### config.mk
export PLATFORM = sky130hd
export DESIGN_NAME = cpu
export DESIGN_NICKNAME = d
export VERILOG_FILES = /design/src/rtl/ctrl_pkg.sv /design/src/rtl/isa_pkg.sv /design/src/rtl/cpu.sv /design/src/rtl/program_counter.sv /design/src/rtl/datapath.sv /design/src/rtl/control_fsm.sv /design/src/rtl/inst_decoder.sv
export VERILOG_INCLUDE_DIRS = /design/src /design/src/rtl
export SDC_FILE = /design/constraint.sdc
export NUM_CORES = 1
export LEC_CHECK = 0
export BUFFER_PORTS_ARGS = -buffer_cell sky130_fd_sc_hd__buf_2
export CELL_PAD_IN_SITES_DETAIL_PLACEMENT = 1
export CELL_PAD_IN_SITES_GLOBAL_PLACEMENT = 2
export CORE_UTILIZATION = 46
export CTS_BUF_LIST = sky130_fd_sc_hd__clkbuf_8 sky130_fd_sc_hd__clkbuf_16
export DETAILED_ROUTE_END_ITERATION = 8
export PLACE_DENSITY_LB_ADDON = 0.15
export REMOVE_ABC_BUFFERS = 1
export SLEW_MARGIN = 40
export SYNTH_ARGS = -nofsm -noshare
export SYNTH_HDL_FRONTEND = slang
export SYNTH_SLANG_ARGS = --single-unit
### constraint.sdc
create_clock -name clk -period 8.6 [get_ports clk]
set_input_delay 0.43 -clock clk [delete_from_list [all_inputs] [get_ports clk]]
set_output_delay 0.43 -clock clk [all_outputs]
set_load 0.005 [all_outputs]
### src/rtl/cpu_consts.svh
`ifndef CPU_CONSTS_SVH
`define CPU_CONSTS_SVH

// Width of a data word and of an instruction.
`define CPU_WORD_W 16

// Memory is addressed by words, so 512 words in all.
`define CPU_ADDR_W 9

// General register file.
`define CPU_REG_COUNT 8
`define CPU_REG_IDX_W 3

// Offset field of LDR and STR.
`define CPU_IMM5_W 5

// Immediate of MOV and offset of a branch.
`define CPU_IMM8_W 8

`endif
### src/rtl/ctrl_pkg.sv
`default_nettype none

package ctrl_pkg;

    typedef enum logic [5:0] {
        IF1, IF2, UPDATE_PC, DECODE,
        WRITE_IMM,
        MOV_1, MOV_2, MOV_3,
        ALU_1, ALU_2, ALU_3, ALU_4,
        CMP_1, CMP_2, CMP_3,
        MVN_1, MVN_2, MVN_3,
        LDR_1, LDR_2, LDR_3, LDR_4, LDR_5, LDR_6,
        STR_1, STR_2, STR_3, STR_4, STR_5, STR_6, STR_7,
        BR_1, BR_2,
        HALTED
    } state_e;

    typedef enum logic [1:0] {
        MEM_NONE  = 2'b00,
        MEM_WRITE = 2'b01,
        MEM_READ  = 2'b10
    } mem_cmd_e;

    typedef enum logic [1:0] {
        WB_C,     // result of the ALU held in C.
        WB_IMM8,  // sign-extended immediate of MOV.
        WB_MDATA  // word returned by memory for LDR.
    } wb_sel_e;

    // Picks which instruction field addresses the register file.
    typedef enum logic [1:0] {
        SEL_NONE, SEL_RN, SEL_RD, SEL_RM
    } reg_sel_e;

endpackage

`default_nettype wire

### src/rtl/isa_pkg.sv
`default_nettype none

`include "cpu_consts.svh"

package isa_pkg;

    typedef logic [`CPU_WORD_W-1:0]    word_t;
    typedef logic [`CPU_ADDR_W-1:0]    addr_t;
    typedef logic [`CPU_REG_IDX_W-1:0] reg_idx_t;

    // Major opcode in bits 15..13. Codes 000 and 010 are undefined and halt.
    typedef enum logic [2:0] {
        OPC_BRANCH = 3'b001,
        OPC_LDR    = 3'b011,
        OPC_STR    = 3'b100,
        OPC_ALU    = 3'b101,
        OPC_MOV    = 3'b110,
        OPC_HALT   = 3'b111
    } opcode_e;

    typedef enum logic [1:0] {
        MOV_REG = 2'b00, // move a shifted register.
        MOV_IMM = 2'b10  // move a sign-extended imm8.
    } mov_op_e;

    typedef enum logic [1:0] {
        ALU_ADD = 2'b00,
        ALU_CMP = 2'b01, // subtracts and only updates the status flags.
        ALU_AND = 2'b10,
        ALU_MVN = 2'b11
    } alu_op_e;

    typedef enum logic [1:0] {
        SH_NONE = 2'b00,
        SH_LSL1 = 2'b01,
        SH_LSR1 = 2'b10,
        SH_ASR1 = 2'b11
    } shift_e;

    typedef enum logic [2:0] {
        COND_AL   = 3'b000,
        COND_EQ   = 3'b001,
        COND_NE   = 3'b010,
        COND_LT   = 3'b011,
        COND_LE   = 3'b100,
        COND_NONE = 3'b111 // given to every non-branch instruction.
    } cond_e;

endpackage

`default_nettype wire

### src/rtl/cpu.sv
`timescale 1ns/1ns
`default_nettype none

module cpu
    import isa_pkg::*, ctrl_pkg::*;
(
    input  wire        clk,
    input  wire        rst_n,
    input  wire word_t in,
    output word_t      out,
    output logic       N,
    output logic       V,
    output logic       Z,
    output mem_cmd_e   mem_cmd,
    output addr_t      mem_addr,
    output logic       halt
);

    opcode_e    opcode;
    logic [1:0] op;
    alu_op_e    alu_op;
    shift_e     shift;
    cond_e      cond;
    reg_idx_t   reg_num;
    word_t      sximm5;
    word_t      sximm8;
    wb_sel_e    wb_sel;
    reg_sel_e   reg_sel;
    logic       write;
    logic       load_a;
    logic       load_b;
    logic       load_c;
    logic       load_s;
    logic       asel;
    logic       bsel;
    logic       load_ir;
    logic       load_pc;
    logic       load_addr;
    logic       addr_sel;

    inst_decoder u_decoder (
        .clk(clk), .rst_n(rst_n), .in(in), .load_ir(load_ir), .reg_sel(reg_sel),
        .opcode(opcode), .op(op), .alu_op(alu_op), .shift(shift), .cond(cond),
        .reg_num(reg_num), .sximm5(sximm5), .sximm8(sximm8)
    );

    control_fsm u_ctrl (
        .clk(clk), .rst_n(rst_n), .opcode(opcode), .op(op),
        .write(write), .load_a(load_a), .load_b(load_b), .load_c(load_c),
        .load_s(load_s), .asel(asel), .bsel(bsel), .wb_sel(wb_sel), .reg_sel(reg_sel),
        .load_ir(load_ir), .load_pc(load_pc), .load_addr(load_addr),
        .addr_sel(addr_sel), .mem_cmd(mem_cmd), .halt(halt)
    );

    datapath u_dp (
        .clk(clk), .rst_n(rst_n), .mdata(in), .sximm5(sximm5), .sximm8(sximm8),
        .reg_num(reg_num), .write(write), .wb_sel(wb_sel), .load_a(load_a),
        .load_b(load_b), .load_c(load_c), .load_s(load_s), .asel(asel), .bsel(bsel),
        .shift(shift), .alu_op(alu_op), .c_out(out), .n_flag(N), .v_flag(V), .z_flag(Z)
    );

    program_counter u_pc (
        .clk(clk), .rst_n(rst_n), .load_pc(load_pc), .load_addr(load_addr),
        .addr_sel(addr_sel), .cond(cond), .sximm8(sximm8), .n_flag(N), .v_flag(V),
        .z_flag(Z), .c_out(out), .mem_addr(mem_addr)
    );

endmodule

`default_nettype wire

### src/rtl/program_counter.sv
`timescale 1ns/1ns
`default_nettype none

`include "cpu_consts.svh"

module program_counter
    import isa_pkg::*;
(
    input  wire        clk,
    input  wire        rst_n,
    input  wire        load_pc,
    input  wire        load_addr,
    input  wire        addr_sel,
    input  wire cond_e cond,
    input  wire word_t sximm8,
    input  wire        n_flag,
    input  wire        v_flag,
    input  wire        z_flag,
    input  wire word_t c_out,
    output addr_t      mem_addr
);

    addr_t pc;
    addr_t next_pc;
    addr_t data_addr;
    logic  taken;

    always_comb begin
        case (cond)
            COND_AL: taken = 1'b1;
            COND_EQ: taken = z_flag;
            COND_NE: taken = !z_flag;
            COND_LT: taken = (n_flag != v_flag);
            COND_LE: taken = (n_flag != v_flag) || z_flag;
            default: taken = 1'b0; // non-branches and spare codes never jump.
        endcase
    end

    // Outside fetch the PC already points past the branch, so only the offset is added.
    always_comb begin
        if (addr_sel) begin
            next_pc = pc + 1'b1;
        end else if (taken) begin
            next_pc = pc + sximm8[`CPU_ADDR_W-1:0];
        end else begin
            next_pc = pc;
        end
    end

    always_ff @(posedge clk or negedge rst_n) begin
        if (!rst_n) begin
            pc <= '0;
        end else if (load_pc) begin
            pc <= next_pc;
        end
    end

    always_ff @(posedge clk) begin
        if (load_addr) begin
            data_addr <= c_out[`CPU_ADDR_W-1:0];
        end
    end

    assign mem_addr = addr_sel ? pc : data_addr;

    a_branch_only: assert property (@(posedge clk) disable iff (!rst_n)
        load_pc && !addr_sel |-> cond != COND_NONE);

endmodule

`default_nettype wire

### src/rtl/datapath.sv
`timescale 1ns/1ns
`default_nettype none

`include "cpu_consts.svh"

module datapath
    import isa_pkg::*, ctrl_pkg::*;
(
    input  wire           clk,
    input  wire           rst_n,
    input  wire word_t    mdata,
    input  wire word_t    sximm5,
    input  wire word_t    sximm8,
    input  wire reg_idx_t reg_num,
    input  wire           write,
    input  wire wb_sel_e  wb_sel,
    input  wire           load_a,
    input  wire           load_b,
    input  wire           load_c,
    input  wire           load_s,
    input  wire           asel,
    input  wire           bsel,
    input  wire shift_e   shift,
    input  wire alu_op_e  alu_op,
    output word_t         c_out,
    output logic          n_flag,
    output logic          v_flag,
    output logic          z_flag
);

    localparam int MSB = `CPU_WORD_W - 1;

    word_t regs [`CPU_REG_COUNT];
    word_t wb_data;
    word_t rd_data;
    word_t a_reg;
    word_t b_reg;
    word_t b_shift;
    word_t ain;
    word_t bin;
    word_t alu_out;
    word_t diff;
    logic  sub_v;

    always_comb begin
        case (wb_sel)
            WB_IMM8:  wb_data = sximm8;
            WB_MDATA: wb_data = mdata;
            default:  wb_data = c_out;
        endcase
    end

    always_ff @(posedge clk) begin
        if (write) begin
            regs[reg_num] <= wb_data;
        end
    end

    assign rd_data = regs[reg_num]; // one field addresses both read and write.

    always_ff @(posedge clk) begin
        if (load_a) begin
            a_reg <= rd_data;
        end
        if (load_b) begin
            b_reg <= rd_data;
        end
    end

    always_comb begin
        case (shift)
            SH_LSL1: b_shift = {b_reg[MSB-1:0], 1'b0};
            SH_LSR1: b_shift = {1'b0, b_reg[MSB:1]};
            SH_ASR1: b_shift = {b_reg[MSB], b_reg[MSB:1]}; // keeps the sign.
            default: b_shift = b_reg;
        endcase
    end

    assign ain = asel ? '0 : a_reg;
    assign bin = bsel ? sximm5 : b_shift;

    assign diff  = ain - bin;
    assign sub_v = (ain[MSB] != bin[MSB]) && (diff[MSB] != ain[MSB]);

    always_comb begin
        case (alu_op)
            ALU_ADD: alu_out = ain + bin;
            ALU_CMP: alu_out = diff;
            ALU_AND: alu_out = ain & bin;
            default: alu_out = ~bin;
        endcase
    end

    always_ff @(posedge clk) begin
        if (load_c) begin
            c_out <= alu_out;
        end
    end

    // Status only changes on the last step of CMP.
    always_ff @(posedge clk or negedge rst_n) begin
        if (!rst_n) begin
            n_flag <= 1'b0;
            v_flag <= 1'b0;
            z_flag <= 1'b0;
        end else if (load_s) begin
            n_flag <= alu_out[MSB];
            v_flag <= sub_v;
            z_flag <= (alu_out == '0);
        end
    end

    a_wb_known: assert property (@(posedge clk) disable iff (!rst_n)
        write |-> !$isunknown(wb_data) && !$isunknown(reg_num));

endmodule

`default_nettype wire

### src/rtl/control_fsm.sv
`timescale 1ns/1ns
`default_nettype none

module control_fsm
    import isa_pkg::*, ctrl_pkg::*;
(
    input  wire           clk,
    input  wire           rst_n,
    input  wire opcode_e  opcode,
    input  wire [1:0]     op,
    output logic          write,
    output logic          load_a,
    output logic          load_b,
    output logic          load_c,
    output logic          load_s,
    output logic          asel,
    output logic          bsel,
    output wb_sel_e       wb_sel,
    output reg_sel_e      reg_sel,
    output logic          load_ir,
    output logic          load_pc,
    output logic          load_addr,
    output logic          addr_sel,
    output mem_cmd_e      mem_cmd,
    output logic          halt
);

    state_e state;
    state_e next_state;

    always_ff @(posedge clk or negedge rst_n) begin
        if (!rst_n) begin
            state <= IF1;
        end else begin
            state <= next_state;
        end
    end

    always_comb begin
        next_state = HALTED; // undefined encodings end up here.
        case (state)
            IF1:       next_state = IF2;
            IF2:       next_state = UPDATE_PC;
            UPDATE_PC: next_state = DECODE;
            DECODE: begin
                case (opcode)
                    OPC_MOV: begin
                        if (op == MOV_IMM) begin
                            next_state = WRITE_IMM;
                        end else if (op == MOV_REG) begin
                            next_state = MOV_1;
                        end
                    end
                    OPC_ALU: begin
                        case (alu_op_e'(op))
                            ALU_ADD, ALU_AND: next_state = ALU_1;
                            ALU_CMP:          next_state = CMP_1;
                            default:          next_state = MVN_1;
                        endcase
                    end
                    OPC_LDR:    next_state = (op == 2'b00) ? LDR_1 : HALTED;
                    OPC_STR:    next_state = (op == 2'b00) ? STR_1 : HALTED;
                    OPC_BRANCH: next_state = (op == 2'b00) ? BR_1 : HALTED;
                    default:    next_state = HALTED;
                endcase
            end
            MOV_1: next_state = MOV_2;
            MOV_2: next_state = MOV_3;
            ALU_1: next_state = ALU_2;
            ALU_2: next_state = ALU_3;
            ALU_3: next_state = ALU_4;
            CMP_1: next_state = CMP_2;
            CMP_2: next_state = CMP_3;
            MVN_1: next_state = MVN_2;
            MVN_2: next_state = MVN_3;
            LDR_1: next_state = LDR_2;
            LDR_2: next_state = LDR_3;
            LDR_3: next_state = LDR_4;
            LDR_4: next_state = LDR_5;
            LDR_5: next_state = LDR_6;
            STR_1: next_state = STR_2;
            STR_2: next_state = STR_3;
            STR_3: next_state = STR_4;
            STR_4: next_state = STR_5;
            STR_5: next_state = STR_6;
            STR_6: next_state = STR_7;
            BR_1:  next_state = BR_2;
            WRITE_IMM, MOV_3, ALU_4, CMP_3, MVN_3, LDR_6, STR_7, BR_2: next_state = IF1;
            default: next_state = HALTED;
        endcase
    end

    always_comb begin
        write     = 1'b0;
        load_a    = 1'b0;
        load_b    = 1'b0;
        load_c    = 1'b0;
        load_s    = 1'b0;
        asel      = 1'b0;
        bsel      = 1'b0;
        wb_sel    = WB_C;
        reg_sel   = SEL_NONE;
        load_ir   = 1'b0;
        load_pc   = 1'b0;
        load_addr = 1'b0;
        addr_sel  = 1'b0;
        mem_cmd   = MEM_NONE;
        halt      = 1'b0;
        case (state)
            IF1: addr_sel = 1'b1; // the PC is presented before the read.
            IF2: begin
                addr_sel = 1'b1;
                mem_cmd  = MEM_READ;
            end
            UPDATE_PC: begin
                addr_sel = 1'b1; // marks the fetch step, so the PC only increments.
                load_ir  = 1'b1;
                load_pc  = 1'b1;
            end
            WRITE_IMM: begin
                write   = 1'b1;
                wb_sel  = WB_IMM8;
                reg_sel = SEL_RN;
            end
            MOV_1, ALU_1, CMP_1, MVN_1, STR_4: begin
                load_b  = 1'b1;
                reg_sel = (state == STR_4) ? SEL_RD : SEL_RM;
            end
            ALU_2, CMP_2, LDR_1, STR_1: begin
                load_a  = 1'b1;
                reg_sel = SEL_RN;
            end
            MOV_2, MVN_2, STR_5: begin
                asel   = 1'b1; // zero plus shifted B passes B through the ALU.
                load_c = 1'b1;
            end
            ALU_3: load_c = 1'b1;
            CMP_3: load_s = 1'b1;
            LDR_2, STR_2: begin
                bsel   = 1'b1; // Rn plus imm5 forms the data address.
                load_c = 1'b1;
            end
            LDR_3, STR_3: load_addr = 1'b1;
            LDR_5: mem_cmd = MEM_READ;
            MOV_3, ALU_4, MVN_3, LDR_6: begin
                write   = 1'b1;
                wb_sel  = (state == LDR_6) ? WB_MDATA : WB_C;
                reg_sel = SEL_RD;
            end
            STR_6: mem_cmd = MEM_WRITE;
            BR_2:  load_pc = 1'b1;
            HALTED: halt = 1'b1;
            default: ;
        endcase
    end

    a_halt_holds: assert property (@(posedge clk) disable iff (!rst_n)
        halt |=> halt && mem_cmd == MEM_NONE);

    // A store always follows the capture of its address three cycles earlier.
    a_store_addr: assert property (@(posedge clk) disable iff (!rst_n)
        mem_cmd == MEM_WRITE |-> !addr_sel && $past(load_addr, 3));

endmodule

`default_nettype wire

### src/rtl/inst_decoder.sv
`timescale 1ns/1ns
`default_nettype none

`include "cpu_consts.svh"

module inst_decoder
    import isa_pkg::*, ctrl_pkg::*;
(
    input  wire           clk,
    input  wire           rst_n,
    input  wire word_t    in,
    input  wire           load_ir,
    input  wire reg_sel_e reg_sel,
    output opcode_e       opcode,
    output logic [1:0]    op,
    output alu_op_e       alu_op,
    output shift_e        shift,
    output cond_e         cond,
    output reg_idx_t      reg_num,
    output word_t         sximm5,
    output word_t         sximm8
);

    word_t ir;

    always_ff @(posedge clk or negedge rst_n) begin
        if (!rst_n) begin
            ir <= '0;
        end else if (load_ir) begin
            ir <= in; // the fetched word becomes the current instruction.
        end
    end

    assign opcode = opcode_e'(ir[15:13]);
    assign op     = ir[12:11];
    assign alu_op = alu_op_e'(ir[12:11]);
    assign sximm5 = {{(`CPU_WORD_W-`CPU_IMM5_W){ir[`CPU_IMM5_W-1]}}, ir[`CPU_IMM5_W-1:0]};
    assign sximm8 = {{(`CPU_WORD_W-`CPU_IMM8_W){ir[`CPU_IMM8_W-1]}}, ir[`CPU_IMM8_W-1:0]};

    // Only branches carry a condition, everything else just steps the PC.
    assign cond = (opcode == OPC_BRANCH) ? cond_e'(ir[10:8]) : COND_NONE;

    always_comb begin
        case (reg_sel)
            SEL_RN:   reg_num = ir[10:8];
            SEL_RD:   reg_num = ir[7:5];
            SEL_RM:   reg_num = ir[2:0];
            default:  reg_num = '0;
        endcase
    end

    always_comb begin
        if (opcode == OPC_MOV || opcode == OPC_ALU) begin
            shift = shift_e'(ir[4:3]);
        end else begin
            shift = SH_NONE; // bits 4..3 belong to imm5 in LDR and STR.
        end
    end

    // A register access is only requested once a fetched instruction is in the IR.
    a_reg_num_known: assert property (@(posedge clk) disable iff (!rst_n)
        reg_sel != SEL_NONE |-> !$isunknown(reg_num));

endmodule

`default_nettype wire

==> reports/qor.json <==
{
  "status": {"value": "complete, no violations"},
  "power.combinational.fraction": {"value": 0.527},
  "final_layout_size_suffix_gt1_frac": {"value": 0.1648},
  "tightest_slew": {"value": 0.8207, "unit": "ns"},
  "worstPathRequired": {"value": 9.01, "unit": "ns"},
  "worstPathArrival": {"value": 5.35, "unit": "ns"},
  "worstRegToRegCells": {"value": 15},
  "vias": {"value": 9076},
  "pwr-share-clk": {"value": 0.177},
  "cts.clk_slew.worst_paths": {"value": 0.07, "unit": "ns"},
  "holdCritPathClass": {"value": "input port to register"},
  "grt_pass1_vias": {"value": 9321},
  "globalRoute.totalOverflow": {"value": 0},
  "r2r-start": {"value": "u_ctrl.state[1]$_DFF_PN0_"},
  "finalWeightedCongestion": {"value": 0.9179},
  "floorplan.io_pins": {"value": 49},
  "crit_path_start_kind": {"value": "register"},
  "insertion_delay": {"value": 0.52, "unit": "ns"},
  "hold_violations": {"value": 0},
  "timing.critical_path.to": {"value": "u_dp.z_flag$_DFFE_PN0P_"},
  "fillCellCount": {"value": 2841},
  "final_core_util": {"value": 0.5163},
  "ff2ff_setup_slack": {"value": 3.67, "unit": "ns"},
  "post_synth.cell_area_avg": {"value": 11.00, "unit": "um2"},
  "cts.repair.resized": {"value": 0},
  "max_clock_freq": {"value": 202.7, "unit": "MHz"},
  "finalCritPeriodShare": {"value": 0.5737},
  "worst_r2r_endpoint": {"value": "u_dp.z_flag$_DFFE_PN0P_"},
  "fp.coreArea": {"value": 26800, "unit": "um2"},
  "tritoncts": {"value": "done"},
  "seq_power_share": {"value": 0.296},
  "pin_count_of_the_biggest_net_entering_global_routing": {"value": 71},
  "ctsLongestPathBuffers": {"value": 3},
  "synth_largest_type_area_fraction": {"value": 0.4437},
  "number_of_warnings_issued_by_yosys": {"value": 0},
  "endpoint_kind": {"value": "register"},
  "synthToLayoutAreaGrowth": {"value": 10.51, "unit": "%"},
  "power-per-cell-area": {"value": 417.8, "unit": "nW/um2"},
  "finClkSkew": {"value": 0.01778, "unit": "ns"},
  "clock_tree.root_cell": {"value": "sky130_fd_sc_hd__clkbuf_16"},
  "cp_max_fo": {"value": 22},
  "placedCellCount": {"value": 1473},
  "synth_top_flop_cell": {"value": "sky130_fd_sc_hd__edfxtp_1"},
  "placementRows": {"value": 60},
  "synth-seq-area-share": {"value": 0.5116},
  "finalHoldWorstSlack": {"value": 0.1554, "unit": "ns"},
  "combined_area_of_the_multi_input_logic_cells": {"value": 5545, "unit": "um2"},
  "swShare": {"value": 0.4379},
  "antennaDiodeCount": {"value": 0},
  "die-width": {"value": 167.0, "unit": "um"},
  "setup-tns-final": {"value": 0, "unit": "ns"},
  "asyncSetResetFlopFracSynth": {"value": 0.1553},
  "post_route_antenna_net_violation_count": {"value": 0},
  "largest_register_ff_count": {"value": 128},
  "dp_hpwl": {"value": 25630, "unit": "um"},
  "synth_edf_count": {"value": 185},
  "slew_viol_final": {"value": 0},
  "routed_wl": {"value": 35650, "unit": "um"},
  "switching_pwr": {"value": 2.532, "unit": "mW"},
  "htree_num_levels": {"value": 1},
  "cts_num_sinks": {"value": 219},
  "fp.dieArea": {"value": 27880, "unit": "um2"},
  "portBuffers": {"value": 48},
  "grt_usage": {"value": 0.2587},
  "sequential_cell_area": {"value": 6406, "unit": "um2"},
  "initial_utilization": {"value": 0.4672},
  "synthCells": {"value": 1138},
  "final_area": {"value": 13840, "unit": "um2"},
  "max_slew_margin": {"value": 0.4515},
  "fp.dieH": {"value": 167.0, "unit": "um"},
  "rsz0062_at_grt": {"value": "false"},
  "cap_viol_max_count": {"value": 0},
  "critPathKind": {"value": "register to register"},
  "ys_ff_latch": {"value": 219},
  "syn_area": {"value": 12520, "unit": "um2"},
  "number_of_antenna_violations_at_the_first_check_in_global_routing": {"value": 0},
  "yosys.cell_types.count": {"value": 86},
  "finalWorstPathRequiredPeriod": {"value": 4.934, "unit": "ns"},
  "internal_pwr_total": {"value": 3.250, "unit": "mW"},
  "post-cts-setup-buffer-count": {"value": 0},
  "setup_viol": {"value": 0},
  "dpl-instance-area": {"value": 13040, "unit": "um2"},
  "worst_setup_path_startpoint": {"value": "u_ctrl.state[1]$_DFF_PN0_"},
  "fin_nets": {"value": 1221},
  "synth_area_leaders": {"value": "sky130_fd_sc_hd__edfxtp_1 44%, sky130_fd_sc_hd__dfrtp_1 6.8%, sky130_fd_sc_hd__mux2_2 4.9%, sky130_fd_sc_hd__ha_1 4.1%, sky130_fd_sc_hd__mux2i_1 3.4%"},
  "cts_buffer_count": {"value": 24},
  "post-route-drc-count": {"value": 0},
  "drt_iter0_drc": {"value": 692},
  "final_cell_count_no_fill": {"value": 1518},
  "route.detailed.wl_per_inst": {"value": 23.48, "unit": "um"},
  "power.ir.vdd_worst": {"value": 0.2352, "unit": "mV"},
  "first_pass_iters": {"value": 5},
  "global_route_wire_length_before_repair": {"value": 55640, "unit": "um"},
  "power_leakage": {"value": 5.427, "unit": "nW"},
  "synth_top_cell_by_area": {"value": "sky130_fd_sc_hd__edfxtp_1"},
  "top_reg_by_flops": {"value": "u_dp.regs"},
  "via_per_inst": {"value": 5.979}
}
==> cell type report <==
| type | count | share of cell area |
|---|---|---|
| Inverter | 60 | 0.01628 |
| Tap cell | 341 | 0.03083 |
| Sequential cell | 219 | 0.4630 |
| Clock buffer | 26 | 0.04621 |
| Multi-Input combinational cell | 782 | 0.4008 |
| Timing Repair Buffer | 72 | 0.03210 |
| Clock inverter | 18 | 0.01085 |
==> metrics by stage <==
step / total power, mW / worst slack, ns
floorplan: 3.778 / -1.901
global placement: 4.677 / 3.806
detailed placement: 4.734 / 3.718
CTS: 5.783 / 3.715
global route: 6.167 / 3.268
finish: 5.782 / 3.666
==> repair_timing <==
item | in CTS | in global routing
hold buffers | 1 | 0
endpoints found under the hold margin | 34 | 0
setup endpoints to repair | 0 | 0
==> worst min-delay path by stage <==
stage | from | endpoint | cells after the start
CTS | in[6] | u_decoder.ir[6]$_DFFE_PN0P_ | 2
finish | in[6] | u_decoder.ir[6]$_DFFE_PN0P_ | 2
global route | in[5] | u_decoder.ir[5]$_DFFE_PN0P_ | 2
floorplan | rst_n | u_ctrl.state[0]$_DFF_PN0_ | 0
detailed placement | rst_n | u_ctrl.state[5]$_DFF_PN0_ | 1
global placement | u_pc.pc[8]$_DFFE_PN0P_ | u_pc.pc[8]$_DFFE_PN0P_ | 1
==> synthesized netlist by cell type, types with 9 or more instances <==
cell type and count:
sky130_fd_sc_hd__o21ai_0 72, sky130_fd_sc_hd__buf_2 14, sky130_fd_sc_hd__edfxtp_1 185, sky130_fd_sc_hd__nor2b_1 18
sky130_fd_sc_hd__o22ai_1 16, sky130_fd_sc_hd__a31oi_1 11, sky130_fd_sc_hd__inv_1 60, sky130_fd_sc_hd__a21o_1 10
sky130_fd_sc_hd__ha_1 41, sky130_fd_sc_hd__xnor2_1 10, sky130_fd_sc_hd__a21oi_1 58, sky130_fd_sc_hd__mux2_1 10
sky130_fd_sc_hd__nor3_1 18, sky130_fd_sc_hd__buf_1 9, sky130_fd_sc_hd__nor2_1 61, sky130_fd_sc_hd__and2_1 28
sky130_fd_sc_hd__mux2i_1 43, sky130_fd_sc_hd__clkbuf_1 40, sky130_fd_sc_hd__mux2_2 55, sky130_fd_sc_hd__nand2b_1 15
sky130_fd_sc_hd__o21ai_1 13, sky130_fd_sc_hd__nand2_1 102, sky130_fd_sc_hd__a22oi_1 9, sky130_fd_sc_hd__dfrtp_1 34
sky130_fd_sc_hd__nand3_1 13, sky130_fd_sc_hd__o211ai_1 32
==> power groups by stage <==
| stage | clock network, mW | registers, mW | logic [mW] |
|---|---|---|---|
| floorplan | 0 | 1.70 | 2.07 |
| global placement | 0 | 1.73 | 2.95 |
| detailed placement | 0 | 1.73 | 3.01 |
| CTS | 1.04 | 1.71 | 3.03 |
| global route | 1.08 | 1.73 | 3.35 |
| finish | 1.02 | 1.71 | 3.05 |
==> routing by layer <==
metal	up-vias	track usage	part of all wire	wire length, um
met3	53	0.02685	0.038	1342
met5	-	0	0	0
met2	177	0.4344	0.48	17240
met1	4570	0.3583	0.46	16330
li1	4276	-	-	-
met4	0	0.06522	0.021	735
==> critical path: stages, from the launching register on <==
cell and delay [ns]:
sky130_fd_sc_hd__dfrtp_1 0.64, sky130_fd_sc_hd__xnor2_2 0.47, sky130_fd_sc_hd__or2_1 0.59, sky130_fd_sc_hd__o211ai_1 0.18, sky130_fd_sc_hd__o22ai_1 0.39, sky130_fd_sc_hd__inv_1 0.17, sky130_fd_sc_hd__ha_1 0.34, sky130_fd_sc_hd__a211oi_1 0.42
sky130_fd_sc_hd__o211ai_1 0.28, sky130_fd_sc_hd__a31o_2 0.31, sky130_fd_sc_hd__a211o_1 0.31, sky130_fd_sc_hd__o21a_1 0.11, sky130_fd_sc_hd__o211ai_1 0.34, sky130_fd_sc_hd__nor4_1 0.08, sky130_fd_sc_hd__nand4_1 0.12, sky130_fd_sc_hd__nand2_1 0.06
==> cells by family (layout without fill, tap and decap cells) <==
logic type               count (synthesis)  count (layout)  share of synthesized area
adder cells (fa/ha/maj)                 45              45                    0.04657
AND/OR/NAND/NOR                        306             306                     0.1210
flip-flops                             219             219                     0.5116
multiplexers                           109             109                    0.09463
AO/OA/AOI/OAI                          308             308                     0.1654
buffers and inverters                  137             176                    0.04827
XOR/XNOR                                14              14                    0.01249
==> layout by cell type (no fill, tap or decap), types with 8 or more instances in the layout <==
master	synthesis	routed
sky130_fd_sc_hd__and2_1	28	28
sky130_fd_sc_hd__mux2i_1	43	43
sky130_fd_sc_hd__nor2b_1	18	18
sky130_fd_sc_hd__nand2_1	102	102
sky130_fd_sc_hd__o22ai_1	16	16
sky130_fd_sc_hd__nand3_1	13	13
sky130_fd_sc_hd__a211oi_1	8	8
sky130_fd_sc_hd__o21ai_1	13	20
sky130_fd_sc_hd__clkbuf_16	0	25
sky130_fd_sc_hd__ha_1	41	40
sky130_fd_sc_hd__a22oi_1	9	9
sky130_fd_sc_hd__a31oi_1	11	11
sky130_fd_sc_hd__inv_1	60	64
sky130_fd_sc_hd__mux2_2	55	55
sky130_fd_sc_hd__mux2_1	10	10
sky130_fd_sc_hd__edfxtp_1	185	185
sky130_fd_sc_hd__xnor2_1	10	10
sky130_fd_sc_hd__nor3_1	18	16
sky130_fd_sc_hd__o211ai_1	32	32
sky130_fd_sc_hd__nor2_1	61	61
sky130_fd_sc_hd__a21o_1	10	10
sky130_fd_sc_hd__buf_4	7	21
sky130_fd_sc_hd__nand2b_1	15	15
sky130_fd_sc_hd__dfrtp_1	34	34
sky130_fd_sc_hd__buf_2	14	47
sky130_fd_sc_hd__a21oi_1	58	57
sky130_fd_sc_hd__o21ai_0	72	65
Note: power is estimated with default switching activity, not from simulation.
